**src/design/dct_pkg.sv**
```systemverilog
`default_nettype none

package dct_pkg;

  ////////////////////////////////////////
  // widths
  ////////////////////////////////////////
  localparam int SAMPLE_W  = 16;  // input sample
  localparam int LANE_W    = 24;  // internal and output lane, room for growth
  localparam int COEF_W    = 16;  // coefficient word
  localparam int COEF_FRAC = 14;  // Q1.14

  ////////////////////////////////////////
  // coefficients, Q1.14 rounded to nearest
  ////////////////////////////////////////
  localparam logic signed [COEF_W-1:0] C_PI_4     = 16'sd11585;  // cos(pi/4)
  localparam logic signed [COEF_W-1:0] C_PI_4_H   = 16'sd5793;   // cos(pi/4)/2
  localparam logic signed [COEF_W-1:0] S_PI_8_H   = 16'sd3135;   // sin(pi/8)/2
  localparam logic signed [COEF_W-1:0] C_PI_8_H   = 16'sd7568;   // cos(pi/8)/2
  localparam logic signed [COEF_W-1:0] S_PI_16_H  = 16'sd1598;   // sin(pi/16)/2
  localparam logic signed [COEF_W-1:0] C_PI_16_H  = 16'sd8035;   // cos(pi/16)/2
  localparam logic signed [COEF_W-1:0] S_3PI_16_H = 16'sd4551;   // sin(3pi/16)/2
  localparam logic signed [COEF_W-1:0] C_3PI_16_H = 16'sd6811;   // cos(3pi/16)/2

  ////////////////////////////////////////
  // block types
  ////////////////////////////////////////
  typedef struct packed {
    logic signed [SAMPLE_W-1:0] x0;  // first sample, top bits
    logic signed [SAMPLE_W-1:0] x1;
    logic signed [SAMPLE_W-1:0] x2;
    logic signed [SAMPLE_W-1:0] x3;
    logic signed [SAMPLE_W-1:0] x4;
    logic signed [SAMPLE_W-1:0] x5;
    logic signed [SAMPLE_W-1:0] x6;
    logic signed [SAMPLE_W-1:0] x7;  // last sample, low bits
  } sample_vec_t;

  typedef struct packed {
    logic signed [LANE_W-1:0] x0;
    logic signed [LANE_W-1:0] x1;
    logic signed [LANE_W-1:0] x2;
    logic signed [LANE_W-1:0] x3;
    logic signed [LANE_W-1:0] x4;
    logic signed [LANE_W-1:0] x5;
    logic signed [LANE_W-1:0] x6;
    logic signed [LANE_W-1:0] x7;
  } lane_vec_t;

  // lane times coefficient, full product then floor by COEF_FRAC
  function automatic logic signed [LANE_W-1:0] mul_coef(
    input logic signed [LANE_W-1:0] a,
    input logic signed [COEF_W-1:0] k
  );
    logic signed [LANE_W+COEF_W-1:0] prod;
    logic signed [LANE_W+COEF_W-1:0] shifted;
    prod    = a * k;                // signed, no overflow at 40 bits
    shifted = prod >>> COEF_FRAC;   // arithmetic, rounds toward -inf
    return shifted[LANE_W-1:0];     // low lane bits kept
  endfunction

endpackage

`default_nettype wire

```
**src/design/dct_rotate_stage.sv**
```systemverilog
`timescale 1ns/1ps
`default_nettype none

// stage 3, DC pair scaling, pi/8 rotation, odd butterflies
module dct_rotate_stage (
  input  logic                aclk,
  input  logic                rst_n,
  input  logic                in_valid,
  input  dct_pkg::lane_vec_t  in_block,
  output logic                out_valid,
  output dct_pkg::lane_vec_t  out_block
);

  logic signed [dct_pkg::LANE_W-1:0] dc_sum;    // x0 + x1
  logic signed [dct_pkg::LANE_W-1:0] dc_diff;   // x0 - x1
  logic signed [dct_pkg::LANE_W-1:0] dc0;       // halved sqrt(1/2) of sum
  logic signed [dct_pkg::LANE_W-1:0] dc1;       // same for diff
  logic signed [dct_pkg::LANE_W-1:0] rot_sum;   // lane 2 result
  logic signed [dct_pkg::LANE_W-1:0] rot_diff;  // lane 3 result

  ////////////////////////////////////////
  // DC pair
  ////////////////////////////////////////
  assign dc_sum  = in_block.x0 + in_block.x1;
  assign dc_diff = in_block.x0 - in_block.x1;
  assign dc0     = dct_pkg::mul_coef(dc_sum, dct_pkg::C_PI_4_H);
  assign dc1     = dct_pkg::mul_coef(dc_diff, dct_pkg::C_PI_4_H);

  // pi/8 rotation of lanes 2 and 3
  dct_rotator #(
    .K0 (dct_pkg::S_PI_8_H),
    .K1 (dct_pkg::C_PI_8_H)
  ) u_rot_pi_8 (
    .a      (in_block.x2),
    .b      (in_block.x3),
    .y_sum  (rot_sum),
    .y_diff (rot_diff)
  );

  always_ff @(posedge aclk or negedge rst_n) begin
    if (!rst_n) begin
      out_valid <= 1'b0;
    end else begin
      out_valid <= in_valid;
    end
  end

  ////////////////////////////////////////
  // register
  ////////////////////////////////////////
  always_ff @(posedge aclk) begin
    if (in_valid) begin
      out_block.x0 <= dc0;
      out_block.x1 <= dc1;
      out_block.x2 <= rot_sum;
      out_block.x3 <= rot_diff;
      out_block.x4 <= in_block.x4 + in_block.x5;  // odd butterflies
      out_block.x5 <= in_block.x4 - in_block.x5;
      out_block.x6 <= in_block.x7 - in_block.x6;
      out_block.x7 <= in_block.x7 + in_block.x6;
    end
  end

endmodule

`default_nettype wire

```
**src/design/dct_rotator.sv**
```systemverilog
`timescale 1ns/1ps
`default_nettype none

// plane rotation, two products per output
module dct_rotator #(
  parameter logic signed [dct_pkg::COEF_W-1:0] K0 = dct_pkg::S_PI_8_H,  // sine-like term
  parameter logic signed [dct_pkg::COEF_W-1:0] K1 = dct_pkg::C_PI_8_H   // cosine-like term
) (
  input  logic signed [dct_pkg::LANE_W-1:0] a,
  input  logic signed [dct_pkg::LANE_W-1:0] b,
  output logic signed [dct_pkg::LANE_W-1:0] y_sum,
  output logic signed [dct_pkg::LANE_W-1:0] y_diff
);

  logic signed [dct_pkg::LANE_W-1:0] a_k0;  // a scaled by K0
  logic signed [dct_pkg::LANE_W-1:0] a_k1;  // a scaled by K1
  logic signed [dct_pkg::LANE_W-1:0] b_k0;  // b scaled by K0
  logic signed [dct_pkg::LANE_W-1:0] b_k1;  // b scaled by K1

  ////////////////////////////////////////
  // products, each truncated on its own
  ////////////////////////////////////////
  assign a_k0 = dct_pkg::mul_coef(a, K0);
  assign a_k1 = dct_pkg::mul_coef(a, K1);
  assign b_k0 = dct_pkg::mul_coef(b, K0);
  assign b_k1 = dct_pkg::mul_coef(b, K1);

  ////////////////////////////////////////
  // combine
  ////////////////////////////////////////
  assign y_sum  = a_k0 + b_k1;  // a*K0 + b*K1
  assign y_diff = b_k0 - a_k1;  // b*K0 - a*K1, negation folded in

endmodule

`default_nettype wire

```
**config.mk**
```make
export PLATFORM = sky130hd
export DESIGN_NAME = dct_rotate_stage
export DESIGN_NICKNAME = d
export VERILOG_FILES = /design/src/design/dct_pkg.sv /design/src/design/dct_rotate_stage.sv /design/src/design/dct_rotator.sv
export SDC_FILE = /design/constraint.sdc
export NUM_CORES = 2
export LEC_CHECK = 0
export BUFFER_PORTS_ARGS = -buffer_cell sky130_fd_sc_hd__buf_4
export CAP_MARGIN = 20
export CELL_PAD_IN_SITES_DETAIL_PLACEMENT = 0
export CELL_PAD_IN_SITES_GLOBAL_PLACEMENT = 1
export CORE_MARGIN = 4
export CORE_UTILIZATION = 39
export DETAILED_ROUTE_END_ITERATION = 16
export PLACE_DENSITY_LB_ADDON = 0.1
export SLEW_MARGIN = 20
export SYNTH_ARGS = -nofsm -noshare
export SYNTH_HDL_FRONTEND = slang
export SYNTH_SLANG_ARGS = --single-unit
```
**constraint.sdc**
```tcl
create_clock -name aclk -period 0.8 [get_ports aclk]
set_clock_uncertainty 0.15 [all_clocks]
set_input_delay 0.04 -clock aclk [delete_from_list [all_inputs] [get_ports aclk]]
set_output_delay 0.04 -clock aclk [all_outputs]
set_load 0.05 [all_outputs]
```
==> flow_metrics.py <==
metrics = {
    "sta": {
        "rsz0062_at_grt": "yes",
        "max_freq_mhz": 143,
        "hold_slack_ns": -0.269,
        "finalHoldViolCount": 191,
        "finalWorstSetupSlack_ns": -6.21,
        "min_period_ns": 7.01,
        "finalSetupViolations": 375,
        "fin_crit_sh_pct": 876,
        "slew_headroom_pct": 62.8,
        "final_max_slew_viol_count": 0,
        "tightest_slew_ns": 0.554,
    },
    "worst_setup_path": {
        "cp-end-kind": "flip-flop",
        "critPathKind": "in2reg",
        "critPathArrivalTime_ns": 7.14,
        "critical-path-max-stage-delay_ns": 0.55,
        "slowest_stage": "fa_1",
        "required_ns": 0.93,
        "critPathMaxFanout": 4,
        "startpoint_type": "primary input",
    },
    "final_layout": {
        "final_cells": 7604,
        "num-fill-cells": 10200,
        "nNetsFinal": 7741,
        "area_growth_pct": 43.1,
        "design_area_um2": 62100,
        "final_layout_size_suffix_gt1_share_pct": 37.1,
    },
    "detailed_routing": {
        "drt-total-wl_mm": 125,
        "drt-initial-drc-count": 1027,
        "drtAntennaViolNets": 0,
        "routedWlPerCell_um": 16.4,
        "vias": 35300,
        "drc": 0,
        "drt-vias-per-instance": 4.64,
        "first_pass_iters": 5,
    },
    "synth": {
        "yosysMostFrequentCell": "inv_1",
        "synthFlopType": "edfxtp_1",
        "synth_area_leaders": "fa_1 29%, ha_1 24%, edfxtp_1 13%",
        "syn-num-nets": 6091,
        "synthArstFlopShare_pct": 0.524,
        "syn_area_um2": 43400,
        "yosysWarnings": 0,
        "synth-seq-area-share_pct": 13.2,
        "synth_top_area_share_pct": 28.7,
        "postSynthAreaPerCell_um2": 9.75,
        "yosys-top-cells-count": "1204 x inv_1, 825 x ha_1, 622 x fa_1, 226 x xnor2_1, 194 x a21oi_1",
        "synth-seq-cells": 191,
        "synth_cell_types": 87,
        "synth_top_area_cell": "fa_1",
        "synth_edf_count": 190,
        "syn_inst": 4449,
    },
    "global_routing": {
        "grt_use_total_pct": 21.8,
        "grt_pass1_wl_mm": 199,
        "gr-usage-met2_pct": 39.5,
        "grt_antenna_before_repair": 7,
        "grt_max_degree": 29,
        "busiest_layer": "met2",
        "first_global_vias": 37800,
        "grt_use_met3_pct": 2.33,
        "met1_usage_pct": 27.6,
        "grt-ovfl-total": 0,
    },
    "floorplanning": {
        "floorplan.rows": 122,
        "fp.dieW_um": 341,
        "core_um2": 111000,
        "io-pin-count": 388,
        "dieArea_um2": 117000,
        "initial_core_util_pct": 39.2,
        "die_h_um": 341,
    },
    "cts": {
        "cts_hold_buf": 2,
        "numCtsBuffers": 17,
        "cts_tree": "built",
        "cts.sinks": 191,
        "cts_max_level": 4,
        "cts-root-buf": "clkbuf_16",
        "clockBufferDepth": 2,
        "clk_pin_slew_ns": 0.11,
    },
    "outcome": {
        "status": "complete, but fails checks",
        "failed_checks": "hold timing, setup timing",
    },
    "placed_design": {
        "post-place-ws_ns": -6.99,
        "portBuffers": 387,
        "place_area_um2": 58500,
        "placed_cells": 7489,
        "place.gp.congestion": 0.874,
        "hpwl_mm": 111,
    },
    "job": {
        "maxCapViolCount": 0,
    },
    "worst_hold_path": {
        "hp-class": "in2reg",
    },
}
critical path: cells and delay by family:
family | cells | cell delay [ns]
adder cells (fa/ha/maj) | 7 | 2.94
AO/OA/AOI/OAI | 13 | 2.55
AND/OR/NAND/NOR | 7 | 1.12
buffers and inverters | 3 | 0.26
XOR/XNOR | 1 | 0.24
layout make-up:
class                           instances  area [um^2]  area share [%]
Sequential cell                       191         5730            9.23
Timing Repair Buffer                 1675        13000            20.9
Tap cell                             1488         1860            3.00
Inverter                             1207         4670            7.52
Clock inverter                         15          215           0.347
Multi-Input combinational cell       3007        36200            58.3
Clock buffer                           17          425           0.685
Antenna cell                            4         10.0          0.0161
state kept, by name, indices dropped and copies added (netlist names):
| name | cells |
|---|---|
| out_block | 190 |
| out_valid | 1 |
cells in the final DEF, fill, tap and decap left out, types with 12 or more instances in the layout:
cell type	instances
nand4_1	17
clkbuf_16	17
and3_1	22
xnor2_4	16
or3_1	20
xnor2_2	37
fa_2	26
inv_1	1129
a21oi_4	13
nand3_1	36
o21ai_1	16
nor2_2	17
a21o_1	81
ha_1	742
inv_2	55
nor2b_1	32
or2_2	26
fa_1	596
o211ai_1	12
o21bai_1	38
edfxtp_1	190
ha_4	72
nand2_1	80
o21ai_0	36
buf_4	1603
buf_6	53
a21oi_1	109
a31oi_1	13
o21a_1	35
nor2_1	168
xnor2_1	176
a211oi_2	13
nor3_1	59
nand2b_1	32
a21oi_2	75
o21ai_2	24
xor2_1	102
repair_timing:
action | in CTS | in global routing
pin swaps | 184 | 245
gates cloned | 0 | 0
gates resized for setup | 229 | 220
setup buffers | 65 | 50
hold endpoints to repair | 247 | 207
endpoints found under the setup margin | 372 | 374
stage by stage:
step / hold slack [ns] / TNS, ns / utilization (%)
final: -0.269 / -702.16 / 56.2
after detailed placement: -0.334 / -755.15 / 52.9
after CTS: -0.298 / -707.36 / 55.0
after global placement: -0.335 / -750.69 / 52.9
after global routing: -0.288 / -744.98 / 56.2
after floorplan: -0.406 / -619.31 / -
per-layer routing:
layer | wire (um) | up-vias | share of wire, %
met2 | 63900 | 442 | 51
met5 | 0 | - | 0
li1 | - | 17500 | -
met4 | 2940 | 0 | 2.4
met1 | 54500 | 17200 | 44
met3 | 3600 | 108 | 2.9
logic make-up after synthesis:
kind of cell    share of synthesized area, %
compound gates                          9.46
xor+xnor                                7.05
fa+ha+maj                               52.5
buf+inv                                 10.9
flops                                   13.2
simple gates                            6.91
path summary, 6_finish.rpt:
path,start,end,slack (ns),cells after the start
worst max-delay path,in_block[104],out_block[119],-6.21,31
worst min-delay path,in_valid,out_block[70],-0.27,2
max in group asynchronous,rst_n,out_valid,0.21,3
min in group asynchronous,rst_n,out_valid,0.19,3
Power is not shown: default switching activity piles up to over one toggle a cycle in this logic, so the estimate is an artifact.
