### config.mk
export PLATFORM = sky130hd
export DESIGN_NAME = dct_even_odd_stage
export DESIGN_NICKNAME = d
export VERILOG_FILES = /design/src/design/dct_pkg.sv /design/src/design/dct_even_odd_stage.sv
export SDC_FILE = /design/constraint.sdc
export NUM_CORES = 1
export LEC_CHECK = 0
export ABC_AREA = 1
export BUFFER_PORTS_ARGS = -buffer_cell sky130_fd_sc_hd__buf_2
export CORE_MARGIN = 8
export CORE_UTILIZATION = 35
export CTS_BUF_LIST = sky130_fd_sc_hd__clkbuf_16
export DETAILED_ROUTE_END_ITERATION = 8
export PLACE_DENSITY = 0.57
export SYNTH_ARGS = -nofsm -noshare
export SYNTH_HDL_FRONTEND = slang
export SYNTH_SLANG_ARGS = --single-unit
### constraint.sdc
create_clock -name aclk -period 0.8 [get_ports aclk]
set_clock_uncertainty 0.2 [all_clocks]
set_input_delay 0.04 -clock aclk [delete_from_list [all_inputs] [get_ports aclk]]
set_output_delay 0.04 -clock aclk [all_outputs]
set_load 0.02 [all_outputs]
### src/design/dct_pkg.sv
`default_nettype none

package dct_pkg;

  ////////////////////////////////////////
  // widths
  ////////////////////////////////////////
  localparam int SAMPLE_W  = 16;  // input sample
  localparam int LANE_W    = 24;  // internal and output lane, room for growth
  localparam int COEF_W    = 16;  // coefficient word
  localparam int COEF_FRAC = 14;  // Q1.14

  ////////////////////////////////////////
  // coefficients, Q1.14 rounded to nearest
  ////////////////////////////////////////
  localparam logic signed [COEF_W-1:0] C_PI_4     = 16'sd11585;  // cos(pi/4)
  localparam logic signed [COEF_W-1:0] C_PI_4_H   = 16'sd5793;   // cos(pi/4)/2
  localparam logic signed [COEF_W-1:0] S_PI_8_H   = 16'sd3135;   // sin(pi/8)/2
  localparam logic signed [COEF_W-1:0] C_PI_8_H   = 16'sd7568;   // cos(pi/8)/2
  localparam logic signed [COEF_W-1:0] S_PI_16_H  = 16'sd1598;   // sin(pi/16)/2
  localparam logic signed [COEF_W-1:0] C_PI_16_H  = 16'sd8035;   // cos(pi/16)/2
  localparam logic signed [COEF_W-1:0] S_3PI_16_H = 16'sd4551;   // sin(3pi/16)/2
  localparam logic signed [COEF_W-1:0] C_3PI_16_H = 16'sd6811;   // cos(3pi/16)/2

  ////////////////////////////////////////
  // block types
  ////////////////////////////////////////
  typedef struct packed {
    logic signed [SAMPLE_W-1:0] x0;  // first sample, top bits
    logic signed [SAMPLE_W-1:0] x1;
    logic signed [SAMPLE_W-1:0] x2;
    logic signed [SAMPLE_W-1:0] x3;
    logic signed [SAMPLE_W-1:0] x4;
    logic signed [SAMPLE_W-1:0] x5;
    logic signed [SAMPLE_W-1:0] x6;
    logic signed [SAMPLE_W-1:0] x7;  // last sample, low bits
  } sample_vec_t;

  typedef struct packed {
    logic signed [LANE_W-1:0] x0;
    logic signed [LANE_W-1:0] x1;
    logic signed [LANE_W-1:0] x2;
    logic signed [LANE_W-1:0] x3;
    logic signed [LANE_W-1:0] x4;
    logic signed [LANE_W-1:0] x5;
    logic signed [LANE_W-1:0] x6;
    logic signed [LANE_W-1:0] x7;
  } lane_vec_t;

  // lane times coefficient, full product then floor by COEF_FRAC
  function automatic logic signed [LANE_W-1:0] mul_coef(
    input logic signed [LANE_W-1:0] a,
    input logic signed [COEF_W-1:0] k
  );
    logic signed [LANE_W+COEF_W-1:0] prod;
    logic signed [LANE_W+COEF_W-1:0] shifted;
    prod    = a * k;                // signed, no overflow at 40 bits
    shifted = prod >>> COEF_FRAC;   // arithmetic, rounds toward -inf
    return shifted[LANE_W-1:0];     // low lane bits kept
  endfunction

endpackage

`default_nettype wire

### src/design/dct_even_odd_stage.sv
`timescale 1ns/1ps
`default_nettype none

// stage 2, even butterflies and sqrt(1/2) on the middle odd pair
module dct_even_odd_stage (
  input  logic                aclk,
  input  logic                rst_n,
  input  logic                in_valid,
  input  dct_pkg::lane_vec_t  in_block,
  output logic                out_valid,
  output dct_pkg::lane_vec_t  out_block
);

  logic signed [dct_pkg::LANE_W-1:0] mid_diff;  // x6 - x5
  logic signed [dct_pkg::LANE_W-1:0] mid_sum;   // x6 + x5
  logic signed [dct_pkg::LANE_W-1:0] mid5;      // scaled lane 5
  logic signed [dct_pkg::LANE_W-1:0] mid6;      // scaled lane 6

  ////////////////////////////////////////
  // odd middle pair
  ////////////////////////////////////////
  assign mid_diff = in_block.x6 - in_block.x5;
  assign mid_sum  = in_block.x6 + in_block.x5;
  assign mid5     = dct_pkg::mul_coef(mid_diff, dct_pkg::C_PI_4);
  assign mid6     = dct_pkg::mul_coef(mid_sum, dct_pkg::C_PI_4);

  always_ff @(posedge aclk or negedge rst_n) begin
    if (!rst_n) begin
      out_valid <= 1'b0;
    end else begin
      out_valid <= in_valid;
    end
  end

  ////////////////////////////////////////
  // register
  ////////////////////////////////////////
  always_ff @(posedge aclk) begin
    if (in_valid) begin
      out_block.x0 <= in_block.x0 + in_block.x3;  // even sums
      out_block.x1 <= in_block.x1 + in_block.x2;
      out_block.x2 <= in_block.x1 - in_block.x2;  // even diffs
      out_block.x3 <= in_block.x0 - in_block.x3;
      out_block.x4 <= in_block.x4;                // odd ends pass
      out_block.x5 <= mid5;
      out_block.x6 <= mid6;
      out_block.x7 <= in_block.x7;
    end
  end

  a_valid_delay: assert property (
    @(posedge aclk) disable iff (!rst_n)
    $past(rst_n) |-> (out_valid == $past(in_valid))
  ) else $error("stage 2 valid out of step with input");

endmodule

`default_nettype wire

==> qor.txt, run 1 <==
RSZ-0062 raised after global routing = true
Mapped Area = 24,900 um2
Hold Crit Class = in2reg
Sink Count = 191
Die H = 283 um
Synth Area in XOR/XNOR = 6.30%
Critical Path AT = 5520 ps
FP Rows = 98
WL final = 85,700 um
Crit path time final = 5480 ps
Ys flop type = edfxtp_1
Status = finished with violations
Startpoint Class = input pin
Worst-margin pin slew = 464 ps
CTS tree = yes
Initial antenna violation count = 2
Worst path required time = 840 ps
Core ar. = 71,000 um2
Hold Buf Count CTS = 50
Async set or reset register ratio after synthesis = 0.524%
Post-synth EDFFs = 190
First-pass iteration count of the detailed router = 7
Post-synthesis sequential area ratio = 23.0%
Mean post-synth cell area = 8.63 um2
Hpwl dp = 68,600 um
Nets@finish = 5,067
Pin count of the biggest net entering global routing = 26
Mux cell area share after synthesis = 0%
Final antenna-violating net count = 0
Final Hold Fails = 123
Crit. End Element = flip-flop
Final Cycle Share = 685%
Mapped Nets = 3,710
CP max stage cell = fa_1
Vias in the first global route = 24,500
Die X-Extent = 283 um
Failing checks = negative hold slack, negative setup slack
GRT Util Overall = 20.1%
H-Tree Depth = 4
Largest family of logic cells by synthesized area = adder cells
First-pass GRT wire length = 127,000 um
Clk slew on worst S/H paths = 80 ps
Die Area = 80,000 um2
Vias per cell = 4.62
CP bufs+invs = 9
Final setup viols = 333
Fmax = 0.183 GHz
TritonCTS Buffers = 17
Final hold slack = -255 ps
DRC = 0
WS Path Type = in2reg
Dpl ws = -5360 ps
Final Slew Violations = 0
Total of max-cap violations = 0
Slew margin rel. = 68.8%
Synthesis-stage register bit count = 191
DR WL/cell = 16.4 um
Synth Warn # = 0
Via count = 24,000
Adder-Cell Fraction of Synth Area = 37.2%
Layout area overhead = 74.7%
Simple-gate share of the synthesized area = 14.0%
Fin worst setup slack = -4680 ps
Number of DRC markers in iteration 0 = 888
Crit-path max FO = 7
Clock root buffer = clkbuf_16
GR Overflow Total = 0
Ports = 388
Gpl congestion = 0.909
Cells after Synth = 2,887
Initial Util = 35.1%
Share of cells above drive strength 1 = 56.6%
Cell family with most CP delay = adder cells
Worst path max stage delay = 550 ps
Longest Clk Path Bufs = 2
Post-synth cell types = 53
I/O Buffers = 387
Synth Area in Compound Gates = 9.21%
-- cell usage in the layout, fill, tap and decap left out, types with 13 or more instances in the layout --
cell,synthesis,final
ha_1,441,262
nand2_2,9,127
buf_2,19,306
xor2_4,1,22
fa_2,0,26
clkbuf_16,0,17
nand4_1,17,17
edfxtp_1,190,190
nor2_1,203,94
fa_1,187,161
nand2_1,466,292
xnor2_1,14,13
inv_2,8,121
nor2_2,4,46
inv_4,0,31
o21ai_2,2,40
dlygate4sd3_1,0,50
buf_4,13,843
nand3_2,5,34
o21ai_1,17,33
ha_2,0,14
o21ai_0,85,17
o21ai_4,2,16
inv_6,0,14
xor2_2,6,38
nor2_4,0,67
nand3_1,101,55
buf_8,0,22
ha_4,0,165
a21oi_2,4,74
a21oi_4,3,57
inv_1,601,435
a21oi_1,186,62
buf_6,4,150
nand3_4,0,17
nand2_4,0,53
xor2_1,151,98
-- per-stage QoR --
| stage | TNS, ps | std cells | utilization (%) | hold WS [ps] | instance area, um2 |
|---|---|---|---|---|---|
| after floorplan | -288270 | 2887 | - | -456 | 27600 |
| after global placement | -408150 | 4923 | 50.7 | -384 | 36000 |
| after detailed placement | -410670 | 4923 | 50.7 | -381 | 36000 |
| after CTS | -361200 | 5087 | 55.9 | -287 | 39700 |
| after global routing | -379070 | 5207 | 61.3 | -264 | 43500 |
| final | -357980 | 5208 | 61.3 | -255 | 43500 |
-- registers in the layout, summed over array words and instances, names as in the netlist --
name and cells:
out_valid 1, out_block 190
-- worst paths after layout --
| path | start | end | slack, ps | cells after the start |
|---|---|---|---|---|
| max in group asynchronous | rst_n | out_valid | 120 | 3 |
| min in group asynchronous | rst_n | out_valid | 180 | 3 |
| min | in_block[120] | out_block[144] | -250 | 3 |
| max | in_block[56] | out_block[36] | -4680 | 29 |
-- layout make-up --
class / count / area [um2]
fill: 5692 / 27500
multi-input combinational: 2039 / 22800
tap: 950 / 1190
clock inverter: 15 / 171
antenna: 1 / 2.50
sequential: 191 / 5730
clock buffer: 17 / 425
timing repair buffer: 1385 / 10600
inverter: 610 / 2520
-- synthesized netlist by cell type, types with 13 or more instances --
cell type / instances / area (um2)
nand2_1: 466 / 1750
nor3_1: 26 / 130
nor2_1: 203 / 762
ha_1: 441 / 5520
xor2_1: 151 / 1320
nand4_1: 17 / 106
o21bai_1: 15 / 113
xnor2_1: 14 / 123
o21ai_0: 85 / 425
o21ai_1: 17 / 85.1
a21oi_1: 186 / 931
buf_2: 19 / 95.1
inv_1: 601 / 2260
nand3_1: 101 / 505
edfxtp_1: 190 / 5710
a31oi_1: 16 / 100
fa_1: 187 / 3740
buf_4: 13 / 97.6
-- metal layers --
metal  vias to the layer above  global-route usage (%)  routed length [um]
met5                         -                       0                  13
met4                         2                    6.00                2390
met3                       116                    2.98                3310
met2                       412                    35.9               44200
met1                     11500                    24.8               35700
li1                      12000                       -                   -
-- cells by family (layout without fill, tap and decap cells) --
| logic type | Yosys count | after routing |
|---|---|---|
| other cells | 0 | 1 |
| buf+inv | 657 | 2027 |
| fa+ha+maj | 628 | 628 |
| compound gates | 393 | 393 |
| flops | 191 | 191 |
| xor+xnor | 172 | 172 |
| simple gates | 846 | 846 |
-- what timing repair did --
item                                    in CTS  in global routing
hold endpoints to repair                   287                135
setup buffers                               85                129
endpoints found under the setup margin     333                333
gates resized for setup                    453                708
cloned                                       0                  0
pin swaps                                  266                406
Power of run 1 is left out: the tool's default activity adds up to more than one toggle a clock period on the data nets, which glitch-free logic cannot reach.
==> run 2: changes to the inputs <==
Settings changed: PLACE_DENSITY 0.57 to 0.55.
Clock period 0.8 ns to 6.71 ns, I/O delays scaled along.
==> run 2 against run 1 <==
Against the previous run: cell area down 31%; largest cell class unchanged; flip-flop and latch count did not move; the flow now finishes without violations; critical path type unchanged; first-iteration DRC count increased by 19%; sequential share of layout area grew 5.8 points; non-clock buffer count shrank 770; die area is the same; via count decreased by 15%.
==> qor.txt, run 2 (same netlist as run 1, synthesis figures left out) <==
Clock root buffer = clkbuf_16
H-Tree Depth = 4 (unchanged)
Share of cells above drive strength 1 = 18.8% (-38 points)
Hold Path Depth = 3 (unchanged)
Sink Count = 191 (unchanged)
Hpwl dp = 62,300 um (-9.1%)
Post-route setup TNS = 0 ps (+357,980 ps)
CTS tree = yes
Final Cycle Share = 95.3%
Final Hold Fails = 0 (-100%)
Core ar. = 71,000 um2 (unchanged)
TritonCTS Buffers = 17 (unchanged)
CP max stage cell = fa_1
Longest Clk Path Bufs = 2 (unchanged)
Total of max-cap violations = 0 (unchanged)
Cell family with most CP delay = adder cells
WS Path Type = in2reg
DRC = 0 (unchanged)
First-pass iteration count of the detailed router = 5 (-2)
Buffer count from post-CTS setup fixing = 0 (-100%)
Initial antenna violation count = 2 (unchanged)
Via count = 20,500 (-15%)
Slew margin rel. = 36.8% (-32 points)
Clk slew on worst S/H paths = 80 ps (about the same)
Crit path time final = 6390 ps
Top flop regs = out_block: 190 flops, out_valid: 1 flops
Status = complete, no violations
GRT Util Overall = 17.4% (-2.6 points)
Hold Crit Class = in2reg
Crit. End Element = flip-flop
Die Area = 80,000 um2 (unchanged)
Commonest non-fill, non-tap cell in the layout = inv_1
WL final = 71,200 um (-17%)
Worst path max stage delay = 570 ps (+20 ps)
Number of flip-flops in the largest register = 190 (unchanged)
Number of DRC markers in iteration 0 = 1,054 (+19%)
Ports = 388 (unchanged)
Pin count of the biggest net entering global routing = 99 (+280%)
Crit-path max FO = 6 (-1)
RSZ-0062 raised after global routing = false
Final antenna-violating net count = 0 (unchanged)
Gpl congestion = 0.917 (+0.85%)
Reg with most FFs = out_block
Final Slew Violations = 0 (unchanged)
GR Overflow Total = 0 (unchanged)
FP Rows = 98 (unchanged)
Worst path required time = 6740 ps (+5900 ps)
Startpoint Class = input pin
Layout area overhead = 21.3%
Final setup viols = 0 (-100%)
Nets@finish = 4,297 (-15%)
Most frequent cells in the layout = 601 x inv_1, 466 x nand2_1, 440 x ha_1, 386 x buf_2, 203 x nor2_1
Final hold slack = 57.4 ps (+312 ps)
I/O Buffers = 387 (unchanged)
First-pass GRT wire length = 111,000 um (-13%)
Fmax = 0.156 GHz
Initial Util = 35.1% (unchanged)
Vias per cell = 4.61 (-0.10%)
Die X-Extent = 283 um (unchanged)
DR WL/cell = 16.0 um (-2.5%)
Critical Path AT = 6430 ps (+910 ps)
Hold_sp = in_block[120]
Die H = 283 um (unchanged)
CP bufs+invs = 7 (-2)
Worst hold endpoint = out_block[144]
Worst-margin pin slew = 949 ps (+484 ps)
Vias in the first global route = 21,200 (-14%)
[run 2: cell types whose count changed in the layout (fill, tap and decap cells not counted), moves of 80 or more]
cell and delta:
a21oi_1 +121, buf_6 -150, nand2_1 +174, ha_4 -165
nand2_2 -118, nor2_1 +109, buf_4 -666, inv_2 -113
buf_2 +80, ha_1 +178, inv_1 +166
[run 2: how the worst max path moves through the flow]
| stage | startpoint | end | slack [ps] | cells after the start |
|---|---|---|---|---|
| 6_report | in_block[55] | out_block[43] | 320 | 29 |
| 5_1_grt | in_block[28] | out_block[43] | 0.8 | 29 |
| 4_1_cts | in_block[51] | out_block[43] | 150 | 31 |
| 3_5_place_dp | in_block[51] | out_block[43] | -380 | 31 |
| 3_3_place_gp | in_block[51] | out_block[43] | -370 | 31 |
| 2_1_floorplan | in_block[64] | out_block[46] | 500 | 27 |
[run 2: final cells by class]
type / instances / area, um2
fill: 7164 / 40800
multi-input combinational: 2039 / 16600
sequential: 191 / 5730
timing repair buffer: 615 / 3790
inverter: 610 / 2290
tap: 950 / 1190
clock buffer: 17 / 425
clock inverter: 15 / 155
antenna: 2 / 5.00
[run 2: per-stage QoR]
step,instance area (um2),utilization [%],worst slack (ps),instances
floorplan,24900,-,501,2887
global placement,29100,41.0,-374,4355
detailed placement,29100,41.0,-382,4355
CTS,30200,42.5,149,4437
global route,30200,42.6,0.751,4439
finish,30200,42.6,318,4439
[run 2: metal layers]
| metal | track usage [%] | wire length, um | up-vias |
|---|---|---|---|
| met5 | 0 | 0 | - |
| li1 | - | - | 10400 |
| met4 | 4.81 | 1500 | 0 |
| met3 | 1.75 | 2730 | 71 |
| met1 | 21.6 | 31300 | 9542 |
| met2 | 32.0 | 35700 | 417 |
[run 2: what timing repair did]
| action | in CTS | in global routing |
|---|---|---|
| endpoints found under the setup margin | 0 | 4 |
| hold buffers | 50 | 0 |
| gates resized for setup | 0 | 6 |
| endpoints found under the hold margin | 49 | 0 |
Power of run 2 is left out for the same reason.
==> run 3: changes to the inputs <==
Settings changed: CORE_UTILIZATION 35 to 45, PLACE_DENSITY 0.55 to 0.67.
==> run 3 against run 2 <==
Against the previous run: highest routed layer is now met5; non-clock buffer count is 35 lower; flip-flop and latch count is the same; largest cell class unchanged; first-iteration DRC count rose by 17%; final cell count fell by 6.4%; clock-buffer cell count did not move; utilization grew 11 points; critical path depth is the same.
==> qor.txt, run 3 (same netlist as run 1, synthesis figures left out) <==
Via count = 20,600 (+0.83%)
Worst path max stage delay = 560 ps (about the same)
Startpoint Class = input pin
First-pass GRT wire length = 109,000 um (-1.3%)
WL met1 = 29,700 um (-5.0%)
Critical Path AT = 6360 ps (-70 ps)
Gpl congestion = 0.917 (about the same)
Final Cycle Share = 94.2% (-1.1 points)
Number of flip-flops in the largest register = 190 (unchanged)
DRC = 0 (unchanged)
First-pass iteration count of the detailed router = 7 (+2)
Initial Util = 45.4% (+10 points)
Vias in the first global route = 21,000 (-0.68%)
Hpwl dp = 58,300 um (-6.5%)
Fin util = 54.0% (+11 points)
Status = complete, no violations
Final instance area = 29,600 um2 (-1.9%)
Crit path time final = 6320 ps (-73.8 ps)
Crit-path max FO = 5 (-1)
Vias per cell = 4.97 (+7.7%)
RSZ-0062 raised after global routing = false
GRT Util Overall = 21.4% (+4.0 points)
Number of DRC markers in iteration 0 = 1,231 (+17%)
Area after DPL = 28,500 um2 (-2.0%)
Total of max-cap violations = 0 (unchanged)
WL final = 67,200 um (-5.7%)
WS Path Type = in2reg
Hold Crit Class = in2reg
Pin count of the biggest net entering global routing = 103 (+4.0%)
Slew margin rel. = 39.6% (+2.8 points)
Final antenna-violating net count = 0 (unchanged)
CTS tree = yes
Final Slew Violations = 0 (unchanged)
Crit. End Element = flip-flop
Most frequent cells in the layout = 601 x inv_1, 466 x nand2_1, 439 x ha_1, 386 x buf_2, 202 x nor2_1
Hold Path Depth = 3 (unchanged)
Reg with most FFs = out_block
Sink Count = 191 (unchanged)
Met2 WL = 32,400 um (-9.3%)
Worst path required time = 6750 ps (about the same)
Die H = 251 um (-11%)
Met3 wire len = 3920 um (+43%)
I/O Buffers = 387 (unchanged)
Initial antenna violation count = 4 (+2)
Buffer count from post-CTS setup fixing = 0 (unchanged)
Core ar. = 54,900 um2 (-23%)
Worst hold endpoint = out_block[144]
Hold_sp = in_block[120]
ANT cells = 0 (-2)
Final setup viols = 0 (unchanged)
Longest Clk Path Bufs = 2 (unchanged)
FP Rows = 86 (-12%)
TritonCTS Buffers = 17 (unchanged)
Fmax = 0.158 GHz (+1.2%)
Die Area = 63,100 um2 (-21%)
Layout area overhead = 19.0%
Commonest non-fill, non-tap cell in the layout = inv_1
Die X-Extent = 251 um (-11%)
GR Overflow Total = 0 (unchanged)
Share of cells above drive strength 1 = 18.0% (-0.79 points)
Worst-margin pin slew = 906 ps (-42.4 ps)
Ports = 388 (unchanged)
CP max stage cell = fa_1
Clock root buffer = clkbuf_16
DR top layer = met5
Final Hold Fails = 0 (unchanged)
DR WL/cell = 16.2 um (+0.76%)
Clk slew on worst S/H paths = 80 ps (about the same)
Top flop regs = out_block: 190 flops, out_valid: 1 flops
H-Tree Depth = 4 (unchanged)
Critical path's most frequent cell = nand2_1
Nets@finish = 4,262 (-0.81%)
==> run 3: what timing repair did <==
item | CTS | global route
setup endpoints to repair | 0 | 4
resized for setup | 0 | 9
hold buffers | 50 | 0
endpoints found under the hold margin | 49 | 0
==> run 3: worst max-delay path by stage <==
| stage | endpoint | slack (ps) | startpoint | depth (start not counted) |
|---|---|---|---|---|
| 3_3_place_gp | out_block[47] | -170 | in_block[24] | 29 |
| 5_1_grt | out_block[47] | 6 | in_block[24] | 29 |
| 3_5_place_dp | out_block[46] | -210 | in_block[24] | 31 |
| 4_1_cts | out_block[46] | 310 | in_block[24] | 31 |
| 2_1_floorplan | out_block[46] | 500 | in_block[64] | 27 |
| 6_report | out_block[47] | 390 | in_block[24] | 29 |
==> run 3: through the flow <==
stage / hold slack (ps) / instances / setup WS (ps) / setup TNS, ps
after detailed placement: -87.7 / 4074 / -207 / -1020
after CTS: 30.2 / 4156 / 305 / 0
after floorplan: -160 / 2887 / 501 / 0
final: 67.9 / 4156 / 392 / 0
after global routing: 55.2 / 4156 / 6.17 / 0
after global placement: -87.8 / 4074 / -172 / -755
==> run 3: cell type report <==
| cell class | instances | area (um2) |
|---|---|---|
| Tap cell | 704 | 881 |
| Clock inverter | 15 | 151 |
| Fill cell | 5123 | 25200 |
| Sequential cell | 191 | 5730 |
| Clock buffer | 17 | 425 |
| Timing Repair Buffer | 580 | 3520 |
| Multi-Input combinational cell | 2039 | 16600 |
| Inverter | 610 | 2290 |
==> run 3: routing by layer <==
metal | track usage [%] | vias up
met2 | 37.1 | 523
met4 | 5.14 | 6
met1 | 27.6 | 9658
met5 | 0 | -
met3 | 3.78 | 63
li1 | - | 10400
==> run 3: worst max-delay path: cells and delay by family <==
| kind | cells | cell delay, ps |
|---|---|---|
| AOI/OAI and AO/OA | 4 | 880 |
| adders and majority gates | 9 | 3630 |
| buffers and inverters | 4 | 390 |
| and+or+nand+nor | 12 | 1100 |
Power of run 3 is left out for the same reason.
